### src/grom_params.svh
// Fixed 8x8x8 grid with 2x2x2 clusters; changing sizes needs matching widths in every macro
`ifndef GROM_PARAMS_SVH
`define GROM_PARAMS_SVH

// ----------------------------------------
// Grid geometry
// ----------------------------------------
`define GROM_GSIZE1D 8
`define GROM_NNN1D   2
`define GROM_NNN3D   8

// Coordinate field widths
`define GROM_COORDW  3
`define GROM_LANEW   1
`define GROM_CIDW    2

// ----------------------------------------
// Bank storage
// ----------------------------------------
`define GROM_BADDRW  6
`define GROM_BDEPTH  64
`define GROM_GELEW   32

// Request to read data, in clock cycles
`define GROM_LATENCY 7

`endif

### src/grom_pkg.sv
// Types and Green's value model for the 8x8x8 ROM; port index is z*4 + y*2 + x
`include "grom_params.svh"

package grom_pkg;

  // ----------------------------------------
  // Coordinate views
  // ----------------------------------------
  // One axis coordinate, either whole or as cluster index plus lane
  typedef struct packed {
    logic [`GROM_CIDW-1:0]  cid;
    logic [`GROM_LANEW-1:0] lane;
  } coord_split_t;

  typedef union packed {
    logic [`GROM_COORDW-1:0] raw;
    coord_split_t            split;
  } coord_t;

  // ----------------------------------------
  // Per-port vectors
  // ----------------------------------------
  typedef coord_t [`GROM_NNN3D-1:0]                         coord_vec_t;
  typedef logic   [`GROM_NNN3D-1:0]                         lane_vec_t;
  typedef logic   [`GROM_NNN3D-1:0][`GROM_CIDW-1:0]         cid_vec_t;
  typedef logic   [`GROM_NNN3D-1:0][`GROM_BADDRW-1:0]       addr_vec_t;
  typedef logic   [`GROM_NNN3D-1:0][`GROM_GELEW-1:0]        data_vec_t;

  // ----------------------------------------
  // Green's function sample
  // ----------------------------------------
  // Periodic distance on one axis
  function automatic int unsigned axis_dist(input logic [`GROM_COORDW-1:0] c);
    int unsigned cv;
    int unsigned wrap;
    cv   = int'(c);
    wrap = `GROM_GSIZE1D - cv;
    return (cv < wrap) ? cv : wrap;
  endfunction

  // Fixed point 2^24 / (1 + r^2)
  function automatic logic [`GROM_GELEW-1:0] greens_value(
    input logic [`GROM_COORDW-1:0] x,
    input logic [`GROM_COORDW-1:0] y,
    input logic [`GROM_COORDW-1:0] z
  );
    int unsigned dx;
    int unsigned dy;
    int unsigned dz;
    int unsigned r2;
    dx = axis_dist(x);
    dy = axis_dist(y);
    dz = axis_dist(z);
    r2 = dx * dx + dy * dy + dz * dz;
    return `GROM_GELEW'((32'd1 << 24) / (r2 + 1));
  endfunction

endpackage
### src/cluster_data_router.sv
// Lanes arrive one cycle ahead of bank_data and are aligned here; output is 3 cycles after banks
`timescale 1ns/100ps
`include "grom_params.svh"

module cluster_data_router (
  input  logic                clk,
  input  logic                rst,
  input  grom_pkg::data_vec_t bank_data,
  input  grom_pkg::lane_vec_t lane_x,
  input  grom_pkg::lane_vec_t lane_y,
  input  grom_pkg::lane_vec_t lane_z,
  output grom_pkg::data_vec_t rdata
);

  // Lanes lined up with the bank read
  grom_pkg::lane_vec_t lx_b, ly_b, lz_b;

  // After z rotation
  grom_pkg::data_vec_t d_z;
  grom_pkg::lane_vec_t lx_z, ly_z;

  // After y rotation
  grom_pkg::data_vec_t d_y;
  grom_pkg::lane_vec_t lx_y;

  always_ff @(posedge clk) begin
    if (rst) begin
      lx_b  <= '0;
      ly_b  <= '0;
      lz_b  <= '0;
      d_z   <= '0;
      lx_z  <= '0;
      ly_z  <= '0;
      d_y   <= '0;
      lx_y  <= '0;
      rdata <= '0;
    end else begin
      lx_b <= lane_x;
      ly_b <= lane_y;
      lz_b <= lane_z;
      for (int s = 0; s < `GROM_NNN3D; s++) begin
        // ----------------------------------------
        // z, then y, then x rotation
        // ----------------------------------------
        d_z[s]   <= bank_data[{lz_b[s], s[1:0]}];
        d_y[s]   <= d_z[{s[2], ly_z[s], s[0]}];
        rdata[s] <= d_y[{s[2:1], lx_y[s]}];
      end
      // Unconsumed lanes travel with the data
      lx_z <= lx_b;
      ly_z <= ly_b;
      lx_y <= lx_z;
    end
  end

endmodule

### src/cluster_req_router.sv
// Assumes every enabled port sits on a distinct lane triple; overlapping requests are not detected
`timescale 1ns/100ps
`include "grom_params.svh"

module cluster_req_router (
  input  logic                    clk,
  input  logic                    rst,
  input  logic [`GROM_NNN3D-1:0]  me,
  input  grom_pkg::coord_vec_t    coords_x,
  input  grom_pkg::coord_vec_t    coords_y,
  input  grom_pkg::coord_vec_t    coords_z,
  output logic [`GROM_NNN3D-1:0]  bank_me,
  output grom_pkg::addr_vec_t     bank_addr,
  output grom_pkg::lane_vec_t     lane_x,
  output grom_pkg::lane_vec_t     lane_y,
  output grom_pkg::lane_vec_t     lane_z
);

  // Split view of the incoming coordinates
  grom_pkg::cid_vec_t  cx_in, cy_in, cz_in;
  grom_pkg::lane_vec_t lx_in, ly_in, lz_in;

  // Stage x results and next state
  logic [`GROM_NNN3D-1:0] me_sx, me_sx_nxt;
  grom_pkg::cid_vec_t     cx_sx, cy_sx, cz_sx, cx_sx_nxt, cy_sx_nxt, cz_sx_nxt;
  grom_pkg::lane_vec_t    ly_sx, lz_sx, ly_sx_nxt, lz_sx_nxt;

  // Stage y
  logic [`GROM_NNN3D-1:0] me_sy, me_sy_nxt;
  grom_pkg::cid_vec_t     cx_sy, cy_sy, cz_sy, cx_sy_nxt, cy_sy_nxt, cz_sy_nxt;
  grom_pkg::lane_vec_t    lz_sy, lz_sy_nxt;

  // Stage z
  logic [`GROM_NNN3D-1:0] me_sz_nxt;
  grom_pkg::cid_vec_t     cx_sz_nxt, cy_sz_nxt, cz_sz_nxt;

  // Lanes of the original ports, delayed for the return path
  grom_pkg::lane_vec_t    lx_d1, ly_d1, lz_d1, lx_d2, ly_d2, lz_d2;

  always_comb begin
    for (int p = 0; p < `GROM_NNN3D; p++) begin
      cx_in[p] = coords_x[p].split.cid;
      cy_in[p] = coords_y[p].split.cid;
      cz_in[p] = coords_z[p].split.cid;
      lx_in[p] = coords_x[p].split.lane;
      ly_in[p] = coords_y[p].split.lane;
      lz_in[p] = coords_z[p].split.lane;
    end
  end

  // ----------------------------------------
  // Request muxes, one axis per stage
  // ----------------------------------------
  always_comb begin
    int src;
    me_sx_nxt = '0;
    cx_sx_nxt = '0;
    cy_sx_nxt = '0;
    cz_sx_nxt = '0;
    ly_sx_nxt = '0;
    lz_sx_nxt = '0;
    for (int s = 0; s < `GROM_NNN3D; s++) begin
      for (int i = 0; i < `GROM_NNN1D; i++) begin
        // Same z and y, walk the x neighbors
        src = (s & 6) | i;
        if (me[src] && (lx_in[src] == s[0])) begin
          me_sx_nxt[s] = 1'b1;
          cx_sx_nxt[s] = cx_in[src];
          cy_sx_nxt[s] = cy_in[src];
          cz_sx_nxt[s] = cz_in[src];
          ly_sx_nxt[s] = ly_in[src];
          lz_sx_nxt[s] = lz_in[src];
        end
      end
    end
  end

  always_comb begin
    int src;
    me_sy_nxt = '0;
    cx_sy_nxt = '0;
    cy_sy_nxt = '0;
    cz_sy_nxt = '0;
    lz_sy_nxt = '0;
    for (int s = 0; s < `GROM_NNN3D; s++) begin
      for (int i = 0; i < `GROM_NNN1D; i++) begin
        src = (s & 5) | (i << 1);
        if (me_sx[src] && (ly_sx[src] == s[1])) begin
          me_sy_nxt[s] = 1'b1;
          cx_sy_nxt[s] = cx_sx[src];
          cy_sy_nxt[s] = cy_sx[src];
          cz_sy_nxt[s] = cz_sx[src];
          lz_sy_nxt[s] = lz_sx[src];
        end
      end
    end
  end

  always_comb begin
    int src;
    me_sz_nxt = '0;
    cx_sz_nxt = '0;
    cy_sz_nxt = '0;
    cz_sz_nxt = '0;
    for (int s = 0; s < `GROM_NNN3D; s++) begin
      for (int i = 0; i < `GROM_NNN1D; i++) begin
        src = (s & 3) | (i << 2);
        if (me_sy[src] && (lz_sy[src] == s[2])) begin
          me_sz_nxt[s] = 1'b1;
          cx_sz_nxt[s] = cx_sy[src];
          cy_sz_nxt[s] = cy_sy[src];
          cz_sz_nxt[s] = cz_sy[src];
        end
      end
    end
  end

  // ----------------------------------------
  // Pipeline registers
  // ----------------------------------------
  always_ff @(posedge clk) begin
    if (rst) begin
      me_sx     <= '0;
      cx_sx     <= '0;
      cy_sx     <= '0;
      cz_sx     <= '0;
      ly_sx     <= '0;
      lz_sx     <= '0;
      me_sy     <= '0;
      cx_sy     <= '0;
      cy_sy     <= '0;
      cz_sy     <= '0;
      lz_sy     <= '0;
      bank_me   <= '0;
      bank_addr <= '0;
      lx_d1     <= '0;
      ly_d1     <= '0;
      lz_d1     <= '0;
      lx_d2     <= '0;
      ly_d2     <= '0;
      lz_d2     <= '0;
      lane_x    <= '0;
      lane_y    <= '0;
      lane_z    <= '0;
    end else begin
      me_sx   <= me_sx_nxt;
      cx_sx   <= cx_sx_nxt;
      cy_sx   <= cy_sx_nxt;
      cz_sx   <= cz_sx_nxt;
      ly_sx   <= ly_sx_nxt;
      lz_sx   <= lz_sx_nxt;
      me_sy   <= me_sy_nxt;
      cx_sy   <= cx_sy_nxt;
      cy_sy   <= cy_sy_nxt;
      cz_sy   <= cz_sy_nxt;
      lz_sy   <= lz_sy_nxt;
      bank_me <= me_sz_nxt;
      // Bank address is {z, y, x} cluster index
      for (int s = 0; s < `GROM_NNN3D; s++) begin
        bank_addr[s] <= {cz_sz_nxt[s], cy_sz_nxt[s], cx_sz_nxt[s]};
      end
      lx_d1  <= lx_in;
      ly_d1  <= ly_in;
      lz_d1  <= lz_in;
      lx_d2  <= lx_d1;
      ly_d2  <= ly_d1;
      lz_d2  <= lz_d1;
      lane_x <= lx_d2;
      lane_y <= ly_d2;
      lane_z <= lz_d2;
    end
  end

endmodule

### src/clustered_greens_rom.sv
// Seven cycle read latency, one cluster per cycle, no back-pressure; clusters must be legal
`timescale 1ns/100ps
`include "grom_params.svh"

module clustered_greens_rom (
  input  logic                   clk,
  input  logic                   rst,
  input  logic [`GROM_NNN3D-1:0] me,
  input  grom_pkg::coord_vec_t   coords_x,
  input  grom_pkg::coord_vec_t   coords_y,
  input  grom_pkg::coord_vec_t   coords_z,
  output grom_pkg::data_vec_t    rdata
);

  logic [`GROM_NNN3D-1:0] bank_me;
  grom_pkg::addr_vec_t    bank_addr;
  grom_pkg::data_vec_t    bank_data;
  grom_pkg::lane_vec_t    lane_x, lane_y, lane_z;

  // Requests onto banks, 3 cycles
  cluster_req_router req_router_i (
    .clk       (clk),
    .rst       (rst),
    .me        (me),
    .coords_x  (coords_x),
    .coords_y  (coords_y),
    .coords_z  (coords_z),
    .bank_me   (bank_me),
    .bank_addr (bank_addr),
    .lane_x    (lane_x),
    .lane_y    (lane_y),
    .lane_z    (lane_z)
  );

  greens_bank_array bank_array_i (
    .clk       (clk),
    .rst       (rst),
    .bank_me   (bank_me),
    .bank_addr (bank_addr),
    .bank_data (bank_data)
  );

  // Words back to ports, 3 cycles
  cluster_data_router data_router_i (
    .clk       (clk),
    .rst       (rst),
    .bank_data (bank_data),
    .lane_x    (lane_x),
    .lane_y    (lane_y),
    .lane_z    (lane_z),
    .rdata     (rdata)
  );

endmodule

### src/greens_bank_array.sv
// Read-only banks; a disabled bank keeps its last word on bank_data
`timescale 1ns/100ps
`include "grom_params.svh"

module greens_bank_array (
  input  logic                   clk,
  input  logic                   rst,
  input  logic [`GROM_NNN3D-1:0] bank_me,
  input  grom_pkg::addr_vec_t    bank_addr,
  output grom_pkg::data_vec_t    bank_data
);

  typedef logic [`GROM_BDEPTH-1:0][`GROM_GELEW-1:0] bank_img_t;

  // Contents of bank (zl, yl, xl), built from the cluster grid position
  function automatic bank_img_t bank_image(input int zl, input int yl, input int xl);
    bank_img_t        img;
    grom_pkg::coord_t cx;
    grom_pkg::coord_t cy;
    grom_pkg::coord_t cz;
    for (int a = 0; a < `GROM_BDEPTH; a++) begin
      cz.raw = `GROM_COORDW'((a >> 4) * `GROM_NNN1D + zl);
      cy.raw = `GROM_COORDW'(((a >> 2) & 3) * `GROM_NNN1D + yl);
      cx.raw = `GROM_COORDW'((a & 3) * `GROM_NNN1D + xl);
      img[a] = grom_pkg::greens_value(cx.raw, cy.raw, cz.raw);
    end
    return img;
  endfunction

  // ----------------------------------------
  // One ROM per lane combination
  // ----------------------------------------
  for (genvar b = 0; b < `GROM_NNN3D; b++) begin : g_bank
    localparam bank_img_t ROM = bank_image((b >> 2) & 1, (b >> 1) & 1, b & 1);

    always_ff @(posedge clk) begin
      if (rst) begin
        bank_data[b] <= '0;
      end else if (bank_me[b]) begin
        bank_data[b] <= ROM[bank_addr[b]];
      end
    end
  end

endmodule

### config.mk
export PLATFORM = sky130hd
export DESIGN_NAME = clustered_greens_rom
export DESIGN_NICKNAME = d
export VERILOG_FILES = /design/src/grom_pkg.sv /design/src/cluster_data_router.sv /design/src/cluster_req_router.sv /design/src/clustered_greens_rom.sv /design/src/greens_bank_array.sv
export VERILOG_INCLUDE_DIRS = /design/src
export SDC_FILE = /design/constraint.sdc
export NUM_CORES = 2
export LEC_CHECK = 0
export ABC_AREA = 1
export BUFFER_PORTS_ARGS = -buffer_cell sky130_fd_sc_hd__buf_2
export CORE_ASPECT_RATIO = 1.2
export CORE_MARGIN = 4
export CORE_UTILIZATION = 59
export DETAILED_ROUTE_END_ITERATION = 7
export PLACE_DENSITY = 0.79
export SLEW_MARGIN = 20
export SYNTH_ARGS = -nofsm -noshare
export SYNTH_HDL_FRONTEND = slang
export SYNTH_SLANG_ARGS = --single-unit
### constraint.sdc
create_clock -name clk -period 1.9 [get_ports clk]
set_input_delay 0.285 -clock clk [delete_from_list [all_inputs] [get_ports clk]]
set_output_delay 0.285 -clock clk [all_outputs]
set_load 0.05 [all_outputs]
# After elaboration in Yosys (flattened, before gate mapping)
# Memories as Yosys holds them, arrays and structs flattened. A register that Yosys moved wholly into a read port is not among the register bits.
# Index checks and enable logic that the tools add are counted.
[word_totals] output_inout_bits=256 ff_bits=1080 mem_bits_ro=16384 inputBits=82 mem_count=8
[memory_table] memory="(no name shown)" words=64 word_bits=32 rd=1 rd_ports_with_merged_regs=1 wr=0 line="greens_bank_array.sv:40" rtl="bank_data[b] <= ROM[bank_addr[b]];"
[memory_table] memory="(no name shown)" words=64 word_bits=32 rd=1 rd_ports_with_merged_regs=1 wr=0 line="greens_bank_array.sv:40"
[memory_table] memory="(no name shown)" words=64 word_bits=32 rd=1 rd_ports_with_merged_regs=1 wr=0 line="greens_bank_array.sv:40"
[memory_table] memory="(no name shown)" words=64 word_bits=32 rd=1 rd_ports_with_merged_regs=1 wr=0 line="greens_bank_array.sv:40"
[memory_table] memory="(no name shown)" words=64 word_bits=32 rd=1 rd_ports_with_merged_regs=1 wr=0 line="greens_bank_array.sv:40"
[memory_table] memory="(no name shown)" words=64 word_bits=32 rd=1 rd_ports_with_merged_regs=1 wr=0 line="greens_bank_array.sv:40"
[memory_table] memory="2 more memories"
[classes] bitwise_logic=24 muxes=288 n_reduce_logical=48 n_lt_le_gt_ge=24
[ops] cell="32-bit 2-to-1 mux" n=48
[ops] cell="2-bit 2-to-1 mux" n=144
[ops] cell="1-bit 2-to-1 mux" n=96
[ops] cell="3-bit by 4-bit < comparator with 1-bit output, second input constant" n=16
[ops] cell="1-bit logical AND" n=48
[ops] cell="2-bit by 4-bit < comparator with 1-bit output, second input constant" n=6
[ops] cell="1-bit inverter" n=24
[ops] cell="1-bit by 4-bit < comparator with 1-bit output, second input constant" n=2

# Longest topological paths before layout
[depth] depth_word=4 depth_mapped=11

# Cells and area by module
# Synthesis repeated with hierarchy kept, for this count alone.
[hier_totals] cells_unflattened=7385 area_unflattened_um2=50572.3
[modules_own_cells] mod="cluster_data_router" cells_per_inst=4627 area_each_um2=30854.6 n_inst=1 seq_area_each_um2=16335.7
[modules_own_cells] mod="cluster_req_router" cells_per_inst=1506 area_each_um2=11069.4 n_inst=1 seq_area_each_um2=5285.1
[modules_own_cells] mod="greens_bank_array" cells_per_inst=1252 area_each_um2=8648.3 n_inst=1 seq_area_each_um2=3123.0

# Worst setup path after synthesis
# No wires, ideal clock.
[synth_timing] path_kind="reg-to-reg" start="register req_router_i.bank_addr[12] (netlist bit)" end="register bank_array_i.bank_data[77] (netlist bit)" required_time_ns=1.781 setup_ns=0.119 stages_incl_launch_ff=8 n_path_buf=0 arrival_ns=1.309 setup_slack_ns=0.472 cell_sequence="dfxtp_1 -> inv_2 -> ha_1 -> xnor2_1 -> nand2_1 -> nand2_1 -> o31ai_1 -> inv_1"
[synth_rtl] item="start, declared" line="cluster_req_router.sv:13" rtl="output grom_pkg::addr_vec_t bank_addr,"
[synth_rtl] item="start signal, assigned by index" line="cluster_req_router.sv:160" rtl="bank_addr[s] <= {cz_sz_nxt[s], cy_sz_nxt[s], cx_sz_nxt[s]};"
[synth_rtl] item="end, declared" line="greens_bank_array.sv:10" rtl="output grom_pkg::data_vec_t bank_data"

==> results.yml <==
synthesis:
  yosys.cell_types.count: 46
  synth-async-reset-ratio_pct: 0
  syn-cell-area_sq_um: 37000
  ys.warnings.count: 0
  synth_enable_flop_cells: 0
  postSynthAreaPerCell_sq_um: 8.18
  yosysTopAreaCellShare_pct: 57.0
  ys_seq_elements: 1052
  synth.most_common_cell: "dfxtp_1"
  synth_cells: 4522
  synthTopCellsByCount: "dfxtp_1, nor2_1, inv_1"
  yosys.area.top_type: "dfxtp_1"
  yosysSeqAreaShare_pct: 57.0
  synthFlopType: "dfxtp_1"
  ys_top_cells_by_area: "dfxtp_1, nor2_1, inv_1, o21ai_0, o22ai_1"
clock_network:
  cts_tree: "done"
  root_buffer: "clkbuf_16"
  numCtsBuffers: 96
  clock_latency_ns: 0.65
  clk_pin_slew_ns: 0.06
  clockBufferDepth: 3
  cts_max_level: 3
  clock-sinks: 1052
placed_design:
  placedInstanceArea_sq_um: 39500
  routabilityCongestion: 1.08
  dp_hpwl_microns: 84300
  port_buffers: 281
sta:
  post-route-min-period_ns: 1.95
  worst_slack_ns: -0.0460
  worst_pin_slew_ns: 0.934
  fin_skew_ns: 0.0231
  relSlewSlack_pct: 37.6
  fmax_mhz: 514
  finalMaxSlewViolations: 0
  hold_viol: 0
  setup_violations: 1
  min_period_over_period_pct: 102
setup_path:
  crit_type: "input port to register"
  critPathSlowestCell: "dlygate4sd3_1"
  r2r-end: "bank_array_i.bank_data[70]"
  r2r-start: "req_router_i.bank_addr[15]"
  path_cells: "dlygate4sd3_1 > buf_12 > buf_12 > buf_4 > a21oi_4 > inv_4 > a211oi_1 > dlygate4sd3_1"
  arrival_ns: 2.52
  reg2reg_depth: 9
  startpoint_type: "input port"
  crit_path_max_incr_delay_ns: 0.62
  r2r_slack_ns: 0.19
  crit_fanout: 23
  endpoint_kind: "register"
  cp.required_ns: 2.47
  cp.buffers_inverters: 6
  cp_top_family: "buffers and inverters"
min_path:
  min_from: "coords_y[12]"
  hold_end: "req_router_i.ly_d1[4]"
  hp-class: "input port to register"
  holdPathStages: 3
route:
  drc: 0
  ant_nets: 0
  drtIter0Drc: 3359
  dr.pass1.iters: 6
  vias: 32170
  routedWlPerCell_microns: 19.8
  wirelength_microns: 115000
  drt-vias-per-instance: 5.51
global_routing:
  track_usage_pct: 32.9
  antenna_found_initial: 6
  grt_max_degree: 80
  grt_pass1_vias: 30360
  grt_pass1_wl_microns: 173000
  grt-ovfl-total: 0
floorplanning:
  fp.dieH_microns: 282
  start_util_pct: 59.6
  core_area_sq_um: 62100
  rows: 100
  die_w_microns: 237
  die-area_sq_um: 66800
  io_pins: 338
layout:
  fin_util_pct: 71.2
  final_cell_area_sq_um: 44200
  drive_gt1_share_pct: 13.0
  final_nets: 5032
  area_growth_syn_to_layout_pct: 19.5
run_status:
  status: "finished, violations left"
  violations: "negative setup slack"
power_and_ir_drop:
  p_per_area_nw_per_um2: 1050
  vdd_drop_max_mv: 0.750
  power.leakage_nw: 19.7
  p_total_mw: 46.3
job:
  max_cap_violations: 0
[sequential cells by signal (all words and copies together) (netlist names), 16 cells and up]
| name | cells |
|---|---|
| data_router_i.d_z | 188 |
| data_router_i.rdata | 200 |
| req_router_i.cy_sx | 16 |
| req_router_i.bank_addr | 48 |
| req_router_i.cz_sx | 16 |
| req_router_i.cz_sy | 16 |
| bank_array_i.bank_data | 156 |
| req_router_i.cy_sy | 16 |
| req_router_i.cx_sx | 16 |
| data_router_i.d_y | 196 |
| req_router_i.cx_sy | 16 |
[cells by family after synthesis]
kind of cell / after synthesis / share of synthesized area [%]
other: 1 / 0.0101
adder cells (fa/ha/maj): 15 / 0.508
AO/OA/AOI/OAI: 1050 / 16.4
AND/OR/NAND/NOR: 1480 / 15.7
buffers and inverters: 909 / 10.0
flip-flops: 1052 / 57.0
XOR/XNOR: 15 / 0.376
[metrics by stage]
| stage | cells | TNS [ns] | worst slack [ns] | hold slack, ns |
|---|---|---|---|---|
| 6_report | 5836 | -0.0460 | -0.0460 | 0.0557 |
| 5_1_grt | 5836 | -0.0845 | -0.0749 | 0.0762 |
| 4_1_cts | 5833 | 0 | 0.00233 | 0.0409 |
| 3_5_place_dp | 5543 | 0 | 0.0394 | 0.392 |
| 3_3_place_gp | 5543 | 0 | 0.118 | 0.389 |
| 2_1_floorplan | 4577 | 0 | 0.472 | 0.388 |
[worst reg2reg max path: cells and delay by family (launching register included)]
family	cells	cell delay, ns
and+or+nand+nor	4	0.60
DFF	1	0.50
AOI/OAI and AO/OA	2	0.25
buffers and inverters	3	0.24
[worst max path at each step]
| stage | from | end | slack, ns | cells past startpoint |
|---|---|---|---|---|
| floorplan | req_router_i.bank_addr[12] | bank_array_i.bank_data[77] | 0.47 | 7 |
| global placement | rst | data_router_i.rdata[129] | 0.12 | 6 |
| detailed placement | rst | data_router_i.rdata[128] | 0.04 | 6 |
| CTS | rst | req_router_i.cx_sx[9] | 0.002 | 8 |
| global route | rst | req_router_i.cx_sx[4] | -0.07 | 8 |
| finish | rst | req_router_i.cx_sx[4] | -0.05 | 8 |
[report_power, final]
group	total, mW	switching [mW]	internal (mW)
logic	2.61	1.83	0.779
clock network	20.8	8.43	12.3
registers	22.9	0.325	22.6
[metal layers]
metal / vias to the layer above / track usage [%] / share of wire (%)
li1: 15249 / - / -
met1: 14776 / 39.0 / 37
met2: 1732 / 55.8 / 47
met3: 407 / 4.90 / 7.7
met4: 6 / 22.2 / 7.7
met5: - / 0 / 0.036
[final cells by class]
type	instances	area, sq um
Antenna cell	3	7.51
Clock buffer	135	2860
Clock inverter	45	613
Fill cell	4769	17900
Inverter	627	2370
Multi-Input combinational cell	2616	12500
Sequential cell	1052	21100
Tap cell	816	1020
Timing Repair Buffer	542	3770
[layout by cell type (no fill, tap or decap), types with 15 or more instances in the layout]
master,instances
inv_1,610
buf_2,280
nor3_1,16
buf_4,142
nor2_1,1007
clkbuf_8,23
dlygate4sd3_1,108
nand2_1,336
o21ai_0,443
dfxtp_1,1051
o211ai_1,17
o22ai_1,216
conb_1,56
a31oi_1,23
a21oi_1,145
nand3_1,95
a211oi_1,165
clkbuf_16,100
ha_1,15
[repair_timing]
item,in CTS,in global routing
gates resized for setup,0,24
hold endpoints to repair,100,0
buffers inserted,0,1
endpoints found under the setup margin,0,45
hold buffers,110,0
No activity file was read; power rests on OpenSTA's default activity.
